File: config.mk
export PLATFORM = sky130hd
export DESIGN_NAME = fir4_top
export DESIGN_NICKNAME = d
export VERILOG_FILES = /design/src/verilog/fir_pkg.sv /design/src/verilog/fir4_top.sv /design/src/verilog/output_scaler.sv /design/src/verilog/product_adder.sv /design/src/verilog/tap_multiplier.sv /design/src/verilog/tap_shift_reg.sv
export VERILOG_INCLUDE_DIRS = /design/src /design/src/include
export SDC_FILE = /design/constraint.sdc
export NUM_CORES = 1
export LEC_CHECK = 0
export BUFFER_PORTS_ARGS = -buffer_cell sky130_fd_sc_hd__buf_2
export CORE_MARGIN = 1
export CORE_UTILIZATION = 50
export CTS_CLUSTER_DIAMETER = 40
export DETAILED_ROUTE_END_ITERATION = 8
export PLACE_DENSITY = 0.66
export SETUP_SLACK_MARGIN = 0.2
export SYNTH_ARGS = -nofsm -noshare
export SYNTH_HDL_FRONTEND = slang
export SYNTH_SLANG_ARGS = --single-unit
export TNS_END_PERCENT = 100
File: constraint.sdc
create_clock -name clk -period 16.65 [get_ports clk]
set_input_delay 2.4975 -clock clk [delete_from_list [all_inputs] [get_ports clk]]
set_output_delay 2.4975 -clock clk [all_outputs]
set_load 0.02 [all_outputs]
File: src/include/fir_macros.svh
`ifndef FIR_MACROS_SVH
`define FIR_MACROS_SVH

// number of filter taps, shared by both chains and the adder
`define FIR_NTAPS 4

// right shift applied to the tap sum before saturation
`define FIR_ROUND_SHIFT 6

// limits of the 10-bit signed output
`define FIR_OUT_MAX 511
`define FIR_OUT_MIN (-512)

// edges from the accepting sample strobe to y_valid_o
// taps at E0, products at E1, sum at E2, output at E3
`define FIR_LATENCY 3

`endif
File: src/verilog/fir_pkg.sv
`default_nettype none

package fir_pkg;

  // input sample, two's complement
  typedef logic signed [7:0] sample_t;

  // filter coefficient, two's complement
  typedef logic signed [7:0] coef_t;

  // full 8x8 signed product, -128 * -128 needs the top bit
  typedef logic signed [15:0] prod_t;

  // sum of four products, 4 * 16384 fits with room to spare
  typedef logic signed [17:0] sum_t;

  // rounded and saturated filter output
  typedef logic signed [9:0] out_t;

endpackage

`default_nettype wire

File: src/verilog/fir4_top.sv
`default_nettype none

`include "fir_macros.svh"

module fir4_top import fir_pkg::*; (
  input  wire logic    clk,
  input  wire logic    rst_n,
  input  wire logic    coef_valid_i,
  input  wire coef_t   coef_i,
  input  wire logic    sample_valid_i,
  input  wire sample_t sample_i,
  output logic         y_valid_o,
  output out_t         y_o
);

  sample_t sample_taps [`FIR_NTAPS];
  coef_t   coef_taps   [`FIR_NTAPS];
  prod_t   prods       [`FIR_NTAPS];
  logic    tap_valid   [`FIR_NTAPS];

  logic mult_valid_q;
  logic sum_valid;
  sum_t sum;

  // delay line, tap 0 is the newest sample
  tap_shift_reg #(
    .T(sample_t)
  ) u_sample_chain (
    .clk    (clk),
    .rst_n  (rst_n),
    .shift_i(sample_valid_i),
    .din_i  (sample_i),
    .taps_o (sample_taps)
  );

  tap_shift_reg #(
    .T(coef_t)
  ) u_coef_chain (
    .clk    (clk),
    .rst_n  (rst_n),
    .shift_i(coef_valid_i),
    .din_i  (coef_i),
    .taps_o (coef_taps)
  );

  // the taps settle on the strobe edge, products sample them one edge later
  always_ff @(posedge clk or negedge rst_n) begin
    if (!rst_n) begin
      mult_valid_q <= 1'b0;
    end else begin
      mult_valid_q <= sample_valid_i;
    end
  end

  // even taps shift-and-add, odd taps native, so both get exercised
  for (genvar k = 0; k < `FIR_NTAPS; k++) begin : g_tap
    tap_multiplier #(
      .SHIFT_ADD((k % 2 == 0) ? 1 : 0)
    ) u_mult (
      .clk    (clk),
      .rst_n  (rst_n),
      .valid_i(mult_valid_q),
      .a_i    (sample_taps[k]),
      .b_i    (coef_taps[k]),
      .valid_o(tap_valid[k]),
      .prod_o (prods[k])
    );
  end

  // all taps run in lockstep, tap 0 speaks for the rest
  product_adder u_adder (
    .clk    (clk),
    .rst_n  (rst_n),
    .valid_i(tap_valid[0]),
    .prod_i (prods),
    .valid_o(sum_valid),
    .sum_o  (sum)
  );

  output_scaler u_scaler (
    .clk    (clk),
    .rst_n  (rst_n),
    .valid_i(sum_valid),
    .sum_i  (sum),
    .valid_o(y_valid_o),
    .y_o    (y_o)
  );

endmodule

`default_nettype wire

File: src/verilog/output_scaler.sv
`default_nettype none

`include "fir_macros.svh"

module output_scaler import fir_pkg::*; (
  input  wire logic clk,
  input  wire logic rst_n,
  input  wire logic valid_i,
  input  wire sum_t sum_i,
  output logic      valid_o,
  output out_t      y_o
);

  // half of one output LSB, gives round-half-up
  localparam int ROUND_HALF = 1 << (`FIR_ROUND_SHIFT - 1);

  sum_t rounded;
  sum_t shifted;
  out_t clamped;

  // no overflow here, the largest sum plus the constant still fits
  assign rounded = sum_i + sum_t'(ROUND_HALF);
  assign shifted = rounded >>> `FIR_ROUND_SHIFT;

  always_comb begin
    if (shifted > `FIR_OUT_MAX) begin
      clamped = out_t'(`FIR_OUT_MAX);
    end else if (shifted < `FIR_OUT_MIN) begin
      clamped = out_t'(`FIR_OUT_MIN);
    end else begin
      clamped = out_t'(shifted);
    end
  end

  always_ff @(posedge clk or negedge rst_n) begin
    if (!rst_n) begin
      valid_o <= 1'b0;
      y_o     <= '0;
    end else begin
      valid_o <= valid_i;
      if (valid_i) begin
        y_o <= clamped;
      end
    end
  end

endmodule

`default_nettype wire

File: src/verilog/product_adder.sv
`default_nettype none

`include "fir_macros.svh"

module product_adder import fir_pkg::*; (
  input  wire logic  clk,
  input  wire logic  rst_n,
  input  wire logic  valid_i,
  input  wire prod_t prod_i [`FIR_NTAPS],
  output logic       valid_o,
  output sum_t       sum_o
);

  sum_t sum_d;

  // products are signed, the cast sign-extends to the sum width
  always_comb begin
    sum_d = '0;
    for (int k = 0; k < `FIR_NTAPS; k++) begin
      sum_d = sum_d + sum_t'(prod_i[k]);
    end
  end

  always_ff @(posedge clk or negedge rst_n) begin
    if (!rst_n) begin
      valid_o <= 1'b0;
      sum_o   <= '0;
    end else begin
      valid_o <= valid_i;
      if (valid_i) begin
        sum_o <= sum_d;
      end
    end
  end

endmodule

`default_nettype wire

File: src/verilog/tap_multiplier.sv
`default_nettype none

module tap_multiplier import fir_pkg::*; #(
  parameter int SHIFT_ADD = 1
) (
  input  wire logic    clk,
  input  wire logic    rst_n,
  input  wire logic    valid_i,
  input  wire sample_t a_i,
  input  wire coef_t   b_i,
  output logic         valid_o,
  output prod_t        prod_o
);

  prod_t prod_d;

  generate
    if (SHIFT_ADD != 0) begin : g_shift_add
      logic [8:0]  a_ext;
      logic [8:0]  b_ext;
      logic [8:0]  a_mag;
      logic [8:0]  b_mag;
      logic [15:0] mag_prod;
      logic        neg;

      // 9-bit magnitudes so that -128 becomes +128 without wrapping
      assign a_ext = {a_i[7], a_i};
      assign b_ext = {b_i[7], b_i};
      assign a_mag = a_i[7] ? (~a_ext + 9'd1) : a_ext;
      assign b_mag = b_i[7] ? (~b_ext + 9'd1) : b_ext;

      assign neg = a_i[7] ^ b_i[7];

      // one shifted copy of a per set bit of b
      always_comb begin
        mag_prod = '0;
        for (int i = 0; i < 9; i++) begin
          if (b_mag[i]) begin
            mag_prod = mag_prod + (16'(a_mag) << i);
          end
        end
      end

      assign prod_d = neg ? prod_t'(~mag_prod + 16'd1) : prod_t'(mag_prod);
    end else begin : g_native
      assign prod_d = a_i * b_i;
    end
  endgenerate

  // same single stage in both modes keeps the pipeline latency fixed
  always_ff @(posedge clk or negedge rst_n) begin
    if (!rst_n) begin
      valid_o <= 1'b0;
      prod_o  <= '0;
    end else begin
      valid_o <= valid_i;
      if (valid_i) begin
        prod_o <= prod_d;
      end
    end
  end

endmodule

`default_nettype wire

File: src/verilog/tap_shift_reg.sv
`default_nettype none

`include "fir_macros.svh"

module tap_shift_reg import fir_pkg::*; #(
  parameter type T = sample_t
) (
  input  wire logic clk,
  input  wire logic rst_n,
  input  wire logic shift_i,
  input  wire T     din_i,
  output T          taps_o [`FIR_NTAPS]
);

  T taps_q [`FIR_NTAPS];

  // tap 0 holds the newest entry, the last tap falls off the end
  always_ff @(posedge clk or negedge rst_n) begin
    if (!rst_n) begin
      for (int i = 0; i < `FIR_NTAPS; i++) begin
        taps_q[i] <= '0;
      end
    end else if (shift_i) begin
      taps_q[0] <= din_i;
      for (int i = 1; i < `FIR_NTAPS; i++) begin
        taps_q[i] <= taps_q[i-1];
      end
    end
  end

  always_comb begin
    for (int i = 0; i < `FIR_NTAPS; i++) begin
      taps_o[i] = taps_q[i];
    end
  end

endmodule

`default_nettype wire

==> results.py <==
metrics = {
    "cts": {
        "postCtsSetupBuffers": 0,
        "cts_resized": 0,
        "ctsHtreeMaxLevel": 4,
        "cts_buffer_depth": 2,
        "clock_sinks": 155,
        "cts_root_buf": "clkbuf_16",
        "cts_tree": "built",
        "clkTransAtPathRegs_ns": 0.07,
        "ctsHoldBuffers": 0,
        "clock_latency_ns": 0.43,
        "cts_buffers": 17,
    },
    "timing": {
        "max_freq_mhz": 74.9,
        "period_minus_slack_ns": 13.35,
        "setup-tns-final_ns": 0,
        "period_share": 0.802,
        "rsz0062_at_grt": "false",
        "slew_violations": 0,
        "worst_slew_pin_slew_ns": 1.16,
        "relSlewSlack": 0.223,
        "skew_ns": 0.00887,
        "setup_viol": 0,
        "final_hold_viol_count": 0,
    },
    "critical_path": {
        "crit_path_top_delay_cell": "dfrtp_1",
        "worstSetupEndpointType": "flop",
        "crit_required_ns": 17.00,
        "max_stage_delay_ns": 0.72,
        "cpMostUsedCell": "ha_1",
        "crit_arrival_ns": 13.70,
        "cp-start-kind": "flop",
        "critical_path_class": "reg -> reg",
        "path_max_fanout": 19,
    },
    "detailed_routing": {
        "drc": 0,
        "wl_per_cell_um": 18.5,
        "vias": 18400,
        "finalWirelength_um": 56700,
        "detail_route.iter0.violations": 1520,
        "firstDrtPassIters": 5,
        "viasPerCell": 5.98,
        "final_antenna_net_count": 0,
    },
    "grt": {
        "met2_usage": 0.438,
        "grt-ovfl-total": 0,
        "grt.met1_usage": 0.364,
        "grt_pass1_wl_um": 94400,
        "busiest_layer": "met2",
        "use_met3": 0.0159,
        "antenna_found_initial": 1,
        "grt_pass1_vias": 18200,
        "grt_max_degree": 113,
        "gr-usage-all-layers": 0.261,
    },
    "place": {
        "port_buffers": 30,
        "dp_hpwl_um": 44500,
        "routabilityCongestion": 0.886,
    },
    "logic_synthesis": {
        "ys_seq_area_frac": 0.178,
        "syn_inst": 2491,
        "synth_area_sq_um": 21800,
        "synthArstFlopShare": 1.00,
        "synth_edf_count": 0,
        "synth.distinct_cells": 98,
        "synth.area.top_cells": "dfrtp_1, fa_1, ha_1",
        "ys.flop_type": "dfrtp_1",
        "synth_top_cell_by_area": "dfrtp_1",
        "synth-seq-cells": 155,
        "syn_avg_cell_area_sq_um": 8.77,
        "yosysTopAreaCellShare": 0.178,
        "ys.warnings.count": 0,
    },
    "floorplanning": {
        "die_y_um": 211,
        "die_area_sq_um": 44500,
        "die_w_um": 211,
        "coreArea_sq_um": 43100,
        "rows": 76,
        "start_util": 0.507,
        "pin_count": 31,
    },
    "final_layout": {
        "areaGrowthSynthToFinish_pct": 6.01,
        "drive_above_1_share": 0.109,
        "antenna_cells": 0,
        "nFillCells": 3908,
        "nets": 2829,
    },
    "outcome": {
        "outcome": "finished clean",
    },
    "min_path": {
        "hp-class": "reg -> reg",
    },
    "run": {
        "drv_cap": 0,
    },
}
## worst max-delay path: cells and delay by family (launching register included)
family / cells / cell delay [ns]
compound gates: 22 / 4.94
simple gates: 15 / 3.35
fa+ha+maj: 9 / 2.96
mux: 2 / 0.77
flops: 1 / 0.72
buf+inv: 3 / 0.36
xor+xnor: 1 / 0.16
## state kept, by name, summed over array words and instances, names as in the netlist
signal / flops
u_adder.valid_o: 1
u_scaler.y_o: 10
mult_valid_q: 1
u_sample_chain.taps_o: 32
u_coef_chain.taps_o: 32
g_tap.u_mult.prod_o: 64
u_scaler.valid_o: 1
u_adder.sum_o: 13
g_tap.u_mult.valid_o: 1
## cells in the mapped netlist (8+ instances only)
master and instances:
and2_1 94, a211o_1 8, mux2_2 126, nand3_1 52
mux2i_1 31, nand3b_1 11, o31ai_1 21, buf_1 15
o21a_1 22, ha_1 186, a2111oi_0 9, clkbuf_1 77
buf_2 16, o21ai_0 92, inv_1 196, nand4_1 16
o21bai_1 26, nor3_1 53, xnor2_1 122, a21oi_1 133
o2111ai_1 13, a21o_1 49, nor3b_1 14, nor2b_1 26
nor4_1 13, or2_2 9, a31oi_1 20, nor2_1 152
o211ai_1 30, dfrtp_1 155, and3_1 27, or3_1 26
fa_1 154, nand2b_1 44, nand2_1 182, xor2_1 59
a211oi_1 26
## kinds of logic (layout without fill, tap and decap cells)
kind of cell | Yosys count | after routing | synth area share
multiplexers | 159 | 159 | 0.0805
adder cells (fa/ha/maj) | 340 | 340 | 0.248
AND/OR/NAND/NOR | 761 | 761 | 0.181
XOR/XNOR | 183 | 183 | 0.0740
buffers and inverters | 310 | 288 | 0.0545
flip-flops | 155 | 155 | 0.178
other | 1 | 14 | 0.000172
AO/OA/AOI/OAI | 582 | 582 | 0.185
## metrics by stage
step                      hold WS (ns)  setup WS [ns]  utilization  instances  instance area [sq um]
after floorplan                  0.352           5.05            -       2504                  21900
after global placement           0.459           3.71        0.524       3035                  22600
after detailed placement         0.463           3.51        0.524       3035                  22600
after CTS                        0.479           3.42        0.538       3067                  23200
after global routing             0.495           2.33        0.538       3067                  23200
final                            0.475           3.30        0.538       3067                  23200
## placed cells by master, fill, tap and decap left out, types with 27 or more instances in the layout
cell type,instances
dfrtp_1,154
buf_2,29
o21ai_0,91
fa_1,154
a21o_1,49
nand2_1,182
xor2_1,58
mux2_2,126
nand2b_1,44
o211ai_1,30
and3_1,27
inv_1,196
nand3_1,52
a21oi_1,133
mux2i_1,31
and2_1,94
nor2_1,152
ha_1,186
nor3_1,53
xnor2_1,121
## final timing paths
| check | startpoint | to | slack [ns] | cells after the start |
|---|---|---|---|---|
| worst max-delay path | u_sample_chain.taps_o[24] | g_tap[0].u_mult.prod_o[15] | 3.30 | 52 |
| worst min-delay path | u_scaler.y_o[6] | u_scaler.y_o[6] | 0.47 | 1 |
| worst max register to register | u_sample_chain.taps_o[24] | g_tap[0].u_mult.prod_o[15] | 3.30 | 52 |
| worst min register to register | u_scaler.y_o[6] | u_scaler.y_o[6] | 0.47 | 1 |
| max in group asynchronous | rst_n | u_sample_chain.taps_o[8] | 13.27 | 2 |
| min in group asynchronous | rst_n | mult_valid_q | 2.22 | 1 |
## cell type report
| class | instances | area [sq um] | area share |
|---|---|---|---|
| Multi-Input combinational cell | 2039 | 16800 | 0.727 |
| Sequential cell | 155 | 3880 | 0.168 |
| Inverter | 201 | 754 | 0.0326 |
| Tap cell | 585 | 732 | 0.0316 |
| Clock buffer | 17 | 425 | 0.0184 |
| Timing Repair Buffer | 55 | 344 | 0.0149 |
| Clock inverter | 15 | 176 | 0.00762 |
## routing by layer
layer	wire (um)	up-vias
li1	-	8795
met5	0	-
met1	26700	9068
met4	1270	0
met3	2070	64
met2	26700	427
Power is left out: the tool's default activity adds up to more than one toggle a clock period on the data nets, which glitch-free logic cannot reach.
